### config.mk
export PLATFORM = sky130hd
export DESIGN_NAME = fightArena
export DESIGN_NICKNAME = d
export VERILOG_FILES = /design/src/verilog/fightArenaPkg.sv /design/src/verilog/comboDetector.sv /design/src/verilog/attackQueue.sv /design/src/verilog/healthManager.sv /design/src/verilog/fightArena.sv
export VERILOG_INCLUDE_DIRS = /design/src /design/src/verilog
export SDC_FILE = /design/constraint.sdc
export NUM_CORES = 1
export LEC_CHECK = 0
export BUFFER_PORTS_ARGS = -buffer_cell sky130_fd_sc_hd__clkbuf_2
export CAP_MARGIN = 15
export CORE_UTILIZATION = 40
export DETAILED_ROUTE_END_ITERATION = 8
export PLACE_DENSITY = 0.55
export RECOVER_POWER = 25
export SETUP_SLACK_MARGIN = 0.4
export SLEW_MARGIN = 20
export SYNTH_ARGS = -nofsm -noshare
export SYNTH_HDL_FRONTEND = slang
export SYNTH_SLANG_ARGS = --single-unit
### constraint.sdc
create_clock -name CLK_20Hz -period 4.8 [get_ports CLK_20Hz]
set_clock_uncertainty 0.05 [all_clocks]
set_input_delay 0.48 -clock CLK_20Hz [delete_from_list [all_inputs] [get_ports CLK_20Hz]]
set_output_delay 0.48 -clock CLK_20Hz [all_outputs]
set_load 0.05 [all_outputs]
### src/verilog/fightArena_defines.svh
`ifndef FIGHTARENA_DEFINES_SVH
`define FIGHTARENA_DEFINES_SVH

// health and damage ------------------------------------------------------

// starting health per player in 9 bit registers
`define HEALTH_START 200

// damage per move type
`define DAMAGE_NORMAL 10
`define DAMAGE_SPECIAL 20
`define DAMAGE_SUPER 40

// combo timing, in game ticks ---------------------------------------------

// ticks during which new presses are ignored
`define COOLDOWN_TICKS 2
// window after cooldown where a special can chain into a super
`define CHAIN_TICKS 6

// attack queue entries
`define QUEUE_DEPTH 4

`endif

### src/verilog/fightArenaPkg.sv
`default_nettype none

package fightArenaPkg;

    // 0 means no attack, then normal, special and super
    typedef enum logic [1:0] {
        moveNone    = 2'd0,
        moveNormal  = 2'd1,
        moveSpecial = 2'd2,
        moveSuper   = 2'd3
    } comboMove_t;

    // round result
    typedef enum logic [1:0] {
        noWinner    = 2'd0,
        player1Wins = 2'd1,
        player2Wins = 2'd2
    } winner_t;

    // combo detector FSM
    typedef enum logic [1:0] {
        detIdle     = 2'd0,
        detCooldown = 2'd1,
        detChain    = 2'd2
    } detectState_t;

endpackage

`default_nettype wire

### src/verilog/comboDetector.sv
`timescale 1ns/1ps
`default_nettype none

`include "fightArena_defines.svh"

module comboDetector (
    input  logic                      CLK_20Hz,
    input  logic                      rst,
    input  logic                      attackBtn,
    input  logic                      downBtn,
    output logic                      attackStrobe,
    output fightArenaPkg::comboMove_t move
);
    import fightArenaPkg::*;

    // counter reload values for the countdown to zero
    localparam logic [2:0] COOL_LOAD  = 3'(`COOLDOWN_TICKS - 1);
    localparam logic [2:0] CHAIN_LOAD = 3'(`CHAIN_TICKS - 1);

    detectState_t state;
    logic [2:0]   tickCount;
    logic         attackPrev;
    logic         lastSpecial;
    logic         attackRise;
    comboMove_t   nextMove;

    // edge detect ------------------------------------------------------------

    always_ff @(posedge CLK_20Hz)
    begin
        if (rst)
        begin
            attackPrev <= 1'b0;
        end
        else
        begin
            attackPrev <= attackBtn;
        end
    end

    assign attackRise = attackBtn && !attackPrev;

    // move classification
    // a special followed by a press in the chain window becomes a super
    always_comb
    begin
        if (state == detChain && lastSpecial)
            nextMove = moveSuper;
        else if (downBtn)
            nextMove = moveSpecial;
        else
            nextMove = moveNormal;
    end

    // combo FSM --------------------------------------------------------------

    always_ff @(posedge CLK_20Hz)
    begin
        if (rst)
        begin
            state        <= detIdle;
            tickCount    <= 3'd0;
            lastSpecial  <= 1'b0;
            attackStrobe <= 1'b0;
            move         <= moveNone;
        end
        else
        begin
            attackStrobe <= 1'b0;
            if (attackRise && state != detCooldown)
            begin
                // a new move restarts the cooldown
                attackStrobe <= 1'b1;
                move         <= nextMove;
                lastSpecial  <= (nextMove == moveSpecial);
                state        <= detCooldown;
                tickCount    <= COOL_LOAD;
            end
            else
            begin
                case (state)
                    detCooldown:
                    begin
                        if (tickCount == 3'd0)
                        begin
                            state     <= detChain;
                            tickCount <= CHAIN_LOAD;
                        end
                        else
                        begin
                            tickCount <= tickCount - 3'd1;
                        end
                    end
                    detChain:
                    begin
                        if (tickCount == 3'd0)
                        begin
                            // chain window closed
                            state       <= detIdle;
                            move        <= moveNone;
                            lastSpecial <= 1'b0;
                        end
                        else
                        begin
                            tickCount <= tickCount - 3'd1;
                        end
                    end
                    default:
                    begin
                        state <= detIdle;
                    end
                endcase
            end
        end
    end

endmodule

`default_nettype wire

### src/verilog/attackQueue.sv
`timescale 1ns/1ps
`default_nettype none

`include "fightArena_defines.svh"

module attackQueue (
    input  logic                      CLK_20Hz,
    input  logic                      rst,
    input  logic                      push1,
    input  logic                      push2,
    input  logic                      pop,
    input  logic                      inRange,
    input  fightArenaPkg::comboMove_t move1,
    input  fightArenaPkg::comboMove_t move2,
    output logic                      notEmpty,
    output logic                      headAttacker,
    output logic                      headInRange,
    output logic                      attackDropped,
    output fightArenaPkg::comboMove_t headMove
);
    import fightArenaPkg::*;

    localparam int PTR_W = $clog2(`QUEUE_DEPTH);
    localparam int CNT_W = PTR_W + 1;

    // entry storage
    comboMove_t moveMem     [`QUEUE_DEPTH];
    logic       attackerMem [`QUEUE_DEPTH];
    logic       rangeMem    [`QUEUE_DEPTH];

    logic [PTR_W-1:0] wrPtr;
    logic [PTR_W-1:0] rdPtr;
    logic [PTR_W-1:0] wrPtr2;
    logic [CNT_W-1:0] count;
    logic [CNT_W-1:0] freeSlots;
    logic             popValid;
    logic             accept1;
    logic             accept2;

    // free space counts the pop of this same cycle
    assign popValid  = pop && (count != '0);
    assign freeSlots = CNT_W'(`QUEUE_DEPTH) - count + CNT_W'(popValid);

    // player 1 goes first so player 2 loses the last slot
    assign accept1 = push1 && (freeSlots >= CNT_W'(1));
    assign accept2 = push2 && (freeSlots >= (accept1 ? CNT_W'(2) : CNT_W'(1)));
    assign wrPtr2  = wrPtr + PTR_W'(accept1);

    always_ff @(posedge CLK_20Hz)
    begin
        if (accept1)
        begin
            moveMem[wrPtr]     <= move1;
            attackerMem[wrPtr] <= 1'b0;
            rangeMem[wrPtr]    <= inRange;
        end
        if (accept2)
        begin
            moveMem[wrPtr2]     <= move2;
            attackerMem[wrPtr2] <= 1'b1;
            rangeMem[wrPtr2]    <= inRange;
        end
    end

    // pointers and occupancy -------------------------------------------------

    always_ff @(posedge CLK_20Hz)
    begin
        if (rst)
        begin
            wrPtr         <= '0;
            rdPtr         <= '0;
            count         <= '0;
            attackDropped <= 1'b0;
        end
        else
        begin
            wrPtr         <= wrPtr + PTR_W'(accept1) + PTR_W'(accept2);
            rdPtr         <= rdPtr + PTR_W'(popValid);
            count         <= count + CNT_W'(accept1) + CNT_W'(accept2) - CNT_W'(popValid);
            attackDropped <= (push1 && !accept1) || (push2 && !accept2);
        end
    end

    assign notEmpty     = (count != '0);
    assign headMove     = moveMem[rdPtr];
    assign headAttacker = attackerMem[rdPtr];
    assign headInRange  = rangeMem[rdPtr];

endmodule

`default_nettype wire

### src/verilog/healthManager.sv
`timescale 1ns/1ps
`default_nettype none

`include "fightArena_defines.svh"

module healthManager (
    input  logic                      CLK_20Hz,
    input  logic                      rst,
    input  logic                      notEmpty,
    input  logic                      headAttacker,
    input  logic                      headInRange,
    input  logic                      blockBtn1,
    input  logic                      blockBtn2,
    input  fightArenaPkg::comboMove_t headMove,
    output logic                      pop,
    output logic [8:0]                health1,
    output logic [8:0]                health2,
    output fightArenaPkg::winner_t    winner
);
    import fightArenaPkg::*;

    logic [8:0] baseDamage;
    logic [8:0] damage;
    logic [8:0] defenderHealth;
    logic [8:0] newHealth;
    logic       defenderBlocking;

    // one entry consumed per tick
    assign pop = notEmpty;

    // damage lookup ----------------------------------------------------------

    always_comb
    begin
        case (headMove)
            moveNormal:  baseDamage = 9'(`DAMAGE_NORMAL);
            moveSpecial: baseDamage = 9'(`DAMAGE_SPECIAL);
            moveSuper:   baseDamage = 9'(`DAMAGE_SUPER);
            default:     baseDamage = 9'd0;
        endcase
    end

    // attacker 0 hits player 2, attacker 1 hits player 1
    assign defenderBlocking = headAttacker ? blockBtn1 : blockBtn2;
    assign defenderHealth   = headAttacker ? health1 : health2;

    always_comb
    begin
        if (!headInRange)
            damage = 9'd0;
        else if (defenderBlocking)
            damage = baseDamage >> 1;
        else
            damage = baseDamage;
    end

    // saturate at zero
    assign newHealth = (defenderHealth > damage) ? defenderHealth - damage : 9'd0;

    // health and winner ------------------------------------------------------

    always_ff @(posedge CLK_20Hz)
    begin
        if (rst)
        begin
            health1 <= 9'(`HEALTH_START);
            health2 <= 9'(`HEALTH_START);
            winner  <= noWinner;
        end
        else if (pop && winner == noWinner)
        begin
            if (headAttacker)
                health1 <= newHealth;
            else
                health2 <= newHealth;

            // first player to hit zero loses, then everything freezes
            if (newHealth == 9'd0)
                winner <= headAttacker ? player2Wins : player1Wins;
        end
    end

endmodule

`default_nettype wire

### src/verilog/fightArena.sv
`timescale 1ns/1ps
`default_nettype none

module fightArena (
    input  logic                      CLK_20Hz,
    input  logic                      rst,
    input  logic                      attackBtn1,
    input  logic                      downBtn1,
    input  logic                      blockBtn1,
    input  logic                      attackBtn2,
    input  logic                      downBtn2,
    input  logic                      blockBtn2,
    input  logic                      inRange,
    output fightArenaPkg::comboMove_t move1,
    output fightArenaPkg::comboMove_t move2,
    output logic [8:0]                health1,
    output logic [8:0]                health2,
    output fightArenaPkg::winner_t    winner,
    output logic                      attackDropped
);
    import fightArenaPkg::*;

    logic       strobe1;
    logic       strobe2;
    logic       pop;
    logic       notEmpty;
    logic       headAttacker;
    logic       headInRange;
    comboMove_t headMove;

    // player input ------------------------------------------------------------

    comboDetector player1Combo (
        .CLK_20Hz     (CLK_20Hz),
        .rst          (rst),
        .attackBtn    (attackBtn1),
        .downBtn      (downBtn1),
        .attackStrobe (strobe1),
        .move         (move1)
    );

    comboDetector player2Combo (
        .CLK_20Hz     (CLK_20Hz),
        .rst          (rst),
        .attackBtn    (attackBtn2),
        .downBtn      (downBtn2),
        .attackStrobe (strobe2),
        .move         (move2)
    );

    // queue feeding the health logic
    attackQueue attackQueue_i (
        .CLK_20Hz      (CLK_20Hz),
        .rst           (rst),
        .push1         (strobe1),
        .push2         (strobe2),
        .pop           (pop),
        .inRange       (inRange),
        .move1         (move1),
        .move2         (move2),
        .notEmpty      (notEmpty),
        .headAttacker  (headAttacker),
        .headInRange   (headInRange),
        .attackDropped (attackDropped),
        .headMove      (headMove)
    );

    // hp management ------------------------------------------------------------

    healthManager healthManager_i (
        .CLK_20Hz     (CLK_20Hz),
        .rst          (rst),
        .notEmpty     (notEmpty),
        .headAttacker (headAttacker),
        .headInRange  (headInRange),
        .blockBtn1    (blockBtn1),
        .blockBtn2    (blockBtn2),
        .headMove     (headMove),
        .pop          (pop),
        .health1      (health1),
        .health2      (health2),
        .winner       (winner)
    );

endmodule

`default_nettype wire

### Word-level counts from Yosys, hierarchy flattened

Memories as Yosys holds them, arrays and structs flattened. A register that Yosys moved wholly into a read port is not among the register bits.
Index checks and enable logic that the tools add are counted.

* memories: 3
* latch bits: 0
* register bits: 48
* RAM bits: 16
* bits in read-only memories: 0
* bits of input ports: 9

* add/subtract/negate cells: 11
* shifts and indexed selects: 0
* divide/modulo/power cells: 0
* reduce and logical (&&, ||, !) cells: 44
* multipliers: 0
* magnitude comparators: 3
* bitwise logic cells: 1
* equality and inequality tests: 23
* multiplexer cells: 47

Memory list
* attackQueue_i.moveMem: depth 4, width 2, read ports 1, clocked after Yosys merged registers in 1, wr ports 2, RTL line attackQueue.sv:27 `` comboMove_t moveMem [`QUEUE_DEPTH]; ``
* attackQueue_i.attackerMem: depth 4, width 1, read ports 1, clocked after Yosys merged registers in 1, wr ports 2, RTL line attackQueue.sv:28 `` logic attackerMem [`QUEUE_DEPTH]; ``
* attackQueue_i.rangeMem: depth 4, width 1, read ports 1, clocked after Yosys merged registers in 1, wr ports 2, RTL line attackQueue.sv:29 `` logic rangeMem [`QUEUE_DEPTH]; ``

Operators with widths (count)
* $mux W2: 17
* $mux W9: 3
* $reduce_and A2 Y1: 13
* $pmux W6 S3: 1
* $mux W1: 17
* $eq A2 B2 Y1 const B: 6
* $mux W3: 4
* $ne A3 B3 Y1 const B: 4
* $pmux W3 S2: 2
* $reduce_bool A2 Y1: 6
* $logic_and A1 B1 Y1: 11
* $add A3 B1 Y3: 3
* $gt A9 B9 Y1: 1
* $logic_not A9 Y1: 1
* $reduce_bool A3 Y1: 3
* $sub A9 B9 Y9: 1
* $ne A2 B1 Y1 const B: 4
* $ne A2 B2 Y1 const B: 4
* $pmux W2 S2: 2
* $add A2 B1 Y2: 3
* $eq A2 B1 Y1 const B: 3
* $logic_not A3 Y1: 2
* $mux W6: 1
* $ne A3 B1 Y1 const B: 2
* other kinds (10): 15

### Depth between registers and ports, before layout

Gate-level depths: netlist (run 1).

* depth in word-level cells: 10
* depth in mapped cells: 17
* depth with buffers taken out: 17

### By module

Synthesis (run 1) repeated with hierarchy kept, for this count alone.

* cell total of the unflattened synthesis: 417
* area total of the unflattened synthesis: 3842.4 µm²

By module, submodules not included
* healthManager: area an instance 1472.7 µm², times used 1, cells each 188
* attackQueue: area an instance 1268.7 µm², times used 1, cells each 97
* comboDetector: area an instance 550.5 µm², times used 2, cells each 66

### Worst setup path after synthesis (run 1)

Ideal clock, no wire load.

* path type: register -> register
* from: reg attackQueue_i.count[2]
* to: reg attackQueue_i.count[2]
* data arrival time: 3.430 ns
* path buffers: 0
* stages on the path, launching flop included: 18
* required time: 4.622 ns
* path slack: 1.192 ns
* library setup time: 0.128 ns
* cell sequence: dfxtp_1 -> nor3_1 -> ha_1 -> inv_1 -> ha_1 -> xor2_1 -> or3b_2 -> nand2_1 -> ha_1 -> nand2b_1 -> a211oi_1 -> nor2b_1 -> inv_1 -> fa_1 -> inv_1 -> fa_1 -> xnor2_1 -> nor2_1

* word-level cells in the longest chain between the ends: 9
* elaborated cells between the ends (all ways): 11

RTL lines
* start, declared: RTL line attackQueue.sv:34 `logic [CNT_W-1:0] count;`
* start signal, assigned: RTL line attackQueue.sv:80 `count <= count + CNT_W'(accept1) + CNT_W'(accept2) - CNT_W'(popValid);`
* $sub A3 B3 Y3 / $reduce_bool A3 Y1 (equally long branches): RTL line attackQueue.sv:42, attackQueue.sv:41, attackQueue.sv:85
* $add A3 B1 Y3: RTL line attackQueue.sv:42 `` assign freeSlots = CNT_W'(`QUEUE_DEPTH) - count + CNT_W'(popValid); ``
* $ge A3 B1 Y1: RTL line attackQueue.sv:45 `assign accept1 = push1 && (freeSlots >= CNT_W'(1));`
* $logic_and A1 B1 Y1: RTL line attackQueue.sv:45
* $mux W2: RTL line attackQueue.sv:46 `assign accept2 = push2 && (freeSlots >= (accept1 ? CNT_W'(2) : CNT_W'(1)));`
* $ge A3 B3 Y1: RTL line attackQueue.sv:46
* $logic_and A1 B1 Y1: RTL line attackQueue.sv:46
* $add A3 B1 Y3: RTL line attackQueue.sv:80
* $sub A3 B1 Y3 (*): RTL line attackQueue.sv:80

Every way passes the cells marked *; elsewhere a longest branch is shown, timed or not.
A chain may end at the register's enable or synchronous reset.

==> flow_summary.json, run 1 <==
{
  "clk_pin_slew_ns": 0.07,
  "die-area_sq_um": 9280,
  "syn2layout_area_growth_pct": 11.7,
  "yosysMostFrequentCell": "nand2_1",
  "fin_nets": 460,
  "routed.top_layer": "met4",
  "wl_met3_microns": 212,
  "row_count": 34,
  "hpwl_microns": 5600,
  "finalSetupTns_ns": 0,
  "start_util_pct": 41.0,
  "vias": 2852,
  "clk_path_buf_depth": 2,
  "maxSlewViolCount": 36,
  "finalCriticalPeriod_ns": 4.03,
  "cp_slowest_cell": "mux4_2",
  "drt_iter0_drc": 133,
  "met2_length_microns": 3680,
  "grt_start_max_net_pins": 36,
  "combPwrFrac_pct": 55.8,
  "ys_seq_area_share_pct": 39.4,
  "cts_resized": 0,
  "gp_congestion": 0.832,
  "intPower_uw": 1510,
  "synthDistinctLibCells": 51,
  "outcome": "finished, violations left",
  "root_buffer": "clkbuf_8",
  "die_h_microns": 96.4,
  "seq_area_sq_um": 1400,
  "synthArstFlopShare_pct": 0,
  "yosys.area.top_type_share_pct": 29.2,
  "rsz0062_at_grt": "false",
  "antenna_found_initial": 0,
  "drive_gt1_share_pct": 11.5,
  "hold_class": "in2reg",
  "violations": "capacitance limit, slew limit",
  "clk_latency_ns": 0.35,
  "wl_met1_microns": 3630,
  "crit_fanout": 15,
  "overflow": 0,
  "critPathArrivalTime_ns": 4.16,
  "cts_tree": "done",
  "leakage_uw": 0.00161,
  "syn_nets": 432,
  "crit_required_ns": 4.93,
  "start_kind": "register",
  "fillerInstances": 892,
  "grtUsageTotal_pct": 18.1,
  "switching_power_uw": 1330,
  "yosys-top-cells-area": "dfxtp_1 29%, edfxtp_1 10%, ha_1 6.3%, nand2_1 6.2%, a21oi_1 4.2%",
  "swShare_pct": 46.8,
  "hold_violations": 0,
  "worstSetupPathType": "reg2reg",
  "crit_path_cell_trace": "mux4_2, mux2i_2, xor2_1, nand3_1, ha_1, and4_1, nand3_1, and2_1, a311oi_4, nor3_1, a21oi_1, nor2_1",
  "ios": 34,
  "first_global_vias": 2690,
  "htreeDepth": 3,
  "synthCells": 402,
  "cts_hold_buf": 0,
  "numPortBuffers": 33,
  "end_kind": "register",
  "core_sq_um": 8680,
  "yosys_warnings": 0,
  "routedWlPerCell_microns": 14.1,
  "drt_pass1_iterations": 4,
  "maxCapViolations": 1,
  "vdd_drop_max_mv": 0.274,
  "setup_viol": 0,
  "relSlewSlack_pct": -10.9,
  "synth.ff_latch_count": 64,
  "postCtsSetupBuffers": 0,
  "clock-sinks": 64,
  "synth_area_leader_cell": "dfxtp_1",
  "netlist_area_sq_um": 3560,
  "cts_buffers": 9,
  "postSynthAreaPerCell_sq_um": 8.86,
  "seqPwrFrac_pct": 26.9,
  "vias_per_cell": 5.25,
  "crit_path_max_incr_delay_ns": 0.79,
  "wirelength_microns": 7670,
  "multi_input_area_sq_um": 2010,
  "drc": 0,
  "worst_slew_pin_slew_ns": 1.66,
  "synth_common_cells": "59 x nand2_1, 52 x dfxtp_1, 38 x nor2_1",
  "ant_nets": 0,
  "antennaDiodeCount": 0,
  "clockPowerShare_pct": 17.3,
  "path_common_cell": "nand3_1",
  "grt_pass1_wl_microns": 12600,
  "fin_crit_sh_pct": 83.9,
  "ys.flop_type": "dfxtp_1",
  "powerDensity_nw_per_um2": 712,
  "die_w_microns": 96.4,
  "fmax_mhz": 248,
  "synth_edf_count": 12,
  "post-route-util_pct": 45.8
}
[flip-flops by register name (all words and copies together) (netlist names), 3 cells and up]
signal,cells
healthManager_i.health1,9
player1Combo.tickCount,3
attackQueue_i.rangeMem,4
attackQueue_i.moveMem,8
attackQueue_i.attackerMem,4
attackQueue_i.count,3
healthManager_i.health2,9
player2Combo.tickCount,3
[per-layer routing]
metal / vias up / track usage, %
met2: 51 / 29.5
met1: 1315 / 22.5
li1: 1470 / -
met4: 0 / 10.0
met3: 16 / 3.16
met5: - / 0
[worst paths after layout]
kind,start,endpoint,slack (ns),cells after the start
worst max register to register,attackQueue_i.rdPtr[0]$_SDFF_PP0_,healthManager_i.health1[0]$_SDFFE_PP0P_,0.77,12
worst min register to register,attackQueue_i.attackerMem[3]$_DFF_P_,attackQueue_i.attackerMem[3]$_DFF_P_,0.42,2
worst min-delay path,attackBtn2,player2Combo.attackPrev$_SDFF_PP0_,0.31,2
worst max-delay path,attackQueue_i.rdPtr[0]$_SDFF_PP0_,healthManager_i.health1[0]$_SDFFE_PP0P_,0.77,12
[layout make-up]
cell class,count,share of cell area [%]
Sequential cell,64,35.2
Inverter,21,1.98
Clock inverter,5,1.38
Clock buffer,11,3.84
Multi-Input combinational cell,301,50.6
Tap cell,108,3.40
Timing Repair Buffer,33,3.59
[kinds of logic (layout without fill, tap and decap cells)]
logic type / after synthesis / count (layout) / share of synthesized area [%]
buffers and inverters: 37 / 70 / 4.60
muxes: 22 / 22 / 9.07
xor gates and xnor gates: 14 / 14 / 3.44
AOI/OAI and AO/OA: 76 / 76 / 13.6
adders and majority gates: 21 / 21 / 8.01
DFF: 64 / 64 / 39.4
and+or+nand+nor: 168 / 168 / 21.9
[through the flow]
step / instances / hold WS, ns / setup WS [ns] / power (uW) / cell area [sq um]
3_3_place_gp: 527 / 0.396 / 0.678 / 2330 / 3780
5_1_grt: 543 / 0.320 / 0.356 / 3080 / 3980
4_1_cts: 543 / 0.280 / 0.586 / 2840 / 3980
2_1_floorplan: 402 / 0.382 / 1.19 / 2040 / 3560
3_5_place_dp: 527 / 0.409 / 0.599 / 2340 / 3780
6_report: 543 / 0.309 / 0.775 / 2830 / 3980
[power groups by stage]
stage	Combinational (uW)	Clock (uW)	Sequential, uW
floorplan	1160	0	880
global placement	1560	0	771
detailed placement	1560	0	777
CTS	1580	503	764
global route	1780	523	782
finish	1580	489	763
[critical path, delay by kind of cell, from the launching register on]
kind / cells / cell delay [ns]
and+or+nand+nor: 6 / 0.89
AOI/OAI and AO/OA: 2 / 0.65
adders and majority gates: 1 / 0.38
muxes: 2 / 1.18
xor gates and xnor gates: 1 / 0.17
DFF: 1 / 0.52
[cell usage in the layout (no fill, tap or decap), drive strengths merged, types with 2 or more instances in the layout]
cell type   n
nor3       21
or3         5
a2111oi     2
fa          3
clkinv      3
nand4       5
o21ai      13
inv        20
mux4        4
or2         2
ha         18
a221oi      2
a31oi       3
a32o        2
a22o        2
nand2      60
dfxtp      52
mux2i       8
edfxtp     12
nor2       38
a21oi      30
a211oi      4
xnor2       7
xor2        7
clkbuf     44
and2        2
nor2b      12
mux2       10
nand2b     10
a21o        2
clkinvlp    2
nand3       8
o211ai      8
o31ai       2
(Power assumes the default switching activity.)
==> inputs of run 2 (changes only) <==
Clock period 4.8 ns to 3.8 ns, I/O delays scaled along.
==> run 2 against run 1 <==
Compared with the run above: the flow now finishes without violations; cell count increased by 3.3%; largest power group unchanged; non-clock buffer count increased by 18; global-route usage about the same; wire length increased by 5.3%; largest cell class unchanged; sequential share of layout area decreased by 3.0 points; count of clock-buffer cells in the layout decreased by 2.
==> flow_summary.json, run 2 (synthesized netlist as in run 1, its figures left out) <==
{
  "outcome": "completed",
  "numPortBuffers": 33,
  "fmax_mhz": 292,
  "worstSetupPathType": "reg2reg",
  "hold_class": "in2reg",
  "finalInstanceArea_sq_um": 4380,
  "die_w_microns": 96.4,
  "first_global_vias": 2725,
  "routedWlPerCell_microns": 14.4,
  "drive_gt1_share_pct": 26.5,
  "root_buffer": "clkbuf_8",
  "crit_fanout": 4,
  "swShare_pct": 45.8,
  "crit_cells": 16,
  "worst_slew_pin_slew_ns": 0.917,
  "cts_hold_buf": 0,
  "core_sq_um": 8680,
  "vdd_drop_max_mv": 0.359,
  "row_count": 34,
  "placed_area_sq_um": 3840,
  "vias_per_cell": 5.31,
  "grt_start_max_net_pins": 21,
  "drt_pass1_iterations": 4,
  "start_util_pct": 41.0,
  "finalCriticalPeriod_ns": 3.42,
  "antenna_found_initial": 0,
  "end_kind": "register",
  "intPower_uw": 2310,
  "fin_crit_sh_pct": 90.1,
  "cp_slowest_cell": "fa_2",
  "critPathBufInv": 3,
  "multi_input_area_sq_um": 2280,
  "final_common_cell": "nand2_1",
  "rsz0062_at_grt": "true",
  "top_regs": "healthManager_i.health1 x9, healthManager_i.health2 x9, attackQueue_i.moveMem x8",
  "syn2layout_area_growth_pct": 23.0,
  "clk_pin_slew_ns": 0.07,
  "ios": 34,
  "seq_area_sq_um": 1410,
  "hold_violations": 0,
  "ant_nets": 0,
  "vias": 2981,
  "clk_path_buf_depth": 2,
  "powerDensity_nw_per_um2": 973,
  "drc": 0,
  "drt_iter0_drc": 74,
  "reg2reg_depth": 16,
  "grtUsageTotal_pct": 18.1,
  "crit_required_ns": 4.02,
  "maxCapViolations": 0,
  "die-area_sq_um": 9280,
  "maxSlewViolCount": 0,
  "clockPowerShare_pct": 13.8,
  "clock-sinks": 64,
  "cp_top_family": "adder cells",
  "fillerInstances": 850,
  "overflow": 0,
  "fin_nets": 478,
  "setup_viol": 0,
  "gp_congestion": 0.820,
  "cts_tree": "done",
  "finalSetupTns_ns": 0,
  "antennaDiodeCount": 0,
  "seqPwrFrac_pct": 22.9,
  "clk_latency_ns": 0.34,
  "leakage_uw": 0.00174,
  "crit_path_max_incr_delay_ns": 0.52,
  "relSlewSlack_pct": 38.9,
  "rrSetupSlack_ns": 0.38,
  "start_kind": "register",
  "crit_path_cell_trace": "nor3_4, ha_2, inv_2, ha_4, xor2_4, or3b_4, nand2_4, ha_4, nand2b_4, a211oi_4, nor2b_2, inv_2, fa_2, inv_2, fa_2, nor2b_4",
  "critPathArrivalTime_ns": 3.65,
  "combPwrFrac_pct": 63.3,
  "htreeDepth": 3,
  "switching_power_uw": 1950,
  "path_common_cell": "inv_2",
  "cts_buffers": 9,
  "grt_pass1_wl_microns": 12700,
  "hpwl_microns": 5680,
  "die_h_microns": 96.4,
  "wirelength_microns": 8080,
  "layout_common_cells": "55 x nand2_1, 48 x dfxtp_1, 37 x nor2_1",
  "hold_depth": 2
}
[run 2: worst reg2reg max path, delay by kind of cell (launching register included)]
kind / cells / cell delay (ns)
AO/OA/AOI/OAI: 1 / 0.23
flip-flops: 1 / 0.40
adder cells (fa/ha/maj): 5 / 1.27
AND/OR/NAND/NOR: 6 / 1.08
XOR/XNOR: 1 / 0.15
buffers and inverters: 3 / 0.18
[run 2: metrics by stage]
step | power, uW | utilization, % | setup WS (ns) | hold slack (ns) | instances
2_1_floorplan | 2620 | - | 0.378 | 0.382 | 402
3_3_place_gp | 3020 | 44.3 | 0.242 | 0.400 | 532
3_5_place_dp | 3040 | 44.3 | 0.148 | 0.412 | 532
4_1_cts | 3750 | 47.2 | 0.409 | 0.189 | 551
5_1_grt | 4600 | 50.5 | 0.236 | 0.209 | 561
6_report | 4260 | 50.5 | 0.375 | 0.215 | 561
[run 2: timing repair]
| item | 4_1_cts | 5_1_grt |
|---|---|---|
| pin swaps | 4 | 29 |
| setup buffers | 3 | 9 |
| gates cloned | 0 | 1 |
| gates resized for setup | 14 | 52 |
| hold endpoints to repair | 0 | 0 |
| endpoints found under the setup margin | 32 | 36 |
[run 2: power groups by stage]
stage / Sequential, uW / Combinational, uW / Clock [uW]
2_1_floorplan: 1110 / 1510 / 0
3_3_place_gp: 972 / 2050 / 0
3_5_place_dp: 976 / 2070 / 0
4_1_cts: 969 / 2180 / 609
5_1_grt: 999 / 2970 / 635
6_report: 976 / 2700 / 589
[run 2: worst paths after layout]
| check | startpoint | end |
|---|---|---|
| worst max register to register | attackQueue_i.count[2]$_SDFF_PP0_ | attackQueue_i.count[1]$_SDFF_PP0_ |
| worst min-delay path | attackBtn1 | player1Combo.attackPrev$_SDFF_PP0_ |
| worst max-delay path | attackQueue_i.count[2]$_SDFF_PP0_ | attackQueue_i.count[1]$_SDFF_PP0_ |
| worst min register to register | attackQueue_i.attackerMem[3]$_DFF_P_ | attackQueue_i.attackerMem[3]$_DFF_P_ |
[run 2: routing by layer]
layer | part of all wire (%) | track usage (%) | vias up
li1 | - | - | 1508
met1 | 45 | 22.2 | 1404
met2 | 50 | 31.1 | 56
met3 | 3.8 | 3.79 | 13
met4 | 1.5 | 6.74 | 0
met5 | 0 | 0 | -
[run 2: area by class of cell]
class,count,area share (%)
Clock buffer,9,2.83
Clock inverter,7,1.66
Inverter,21,1.80
Multi-Input combinational cell,301,52.1
Sequential cell,64,32.3
Tap cell,108,3.08
Timing Repair Buffer,51,6.25
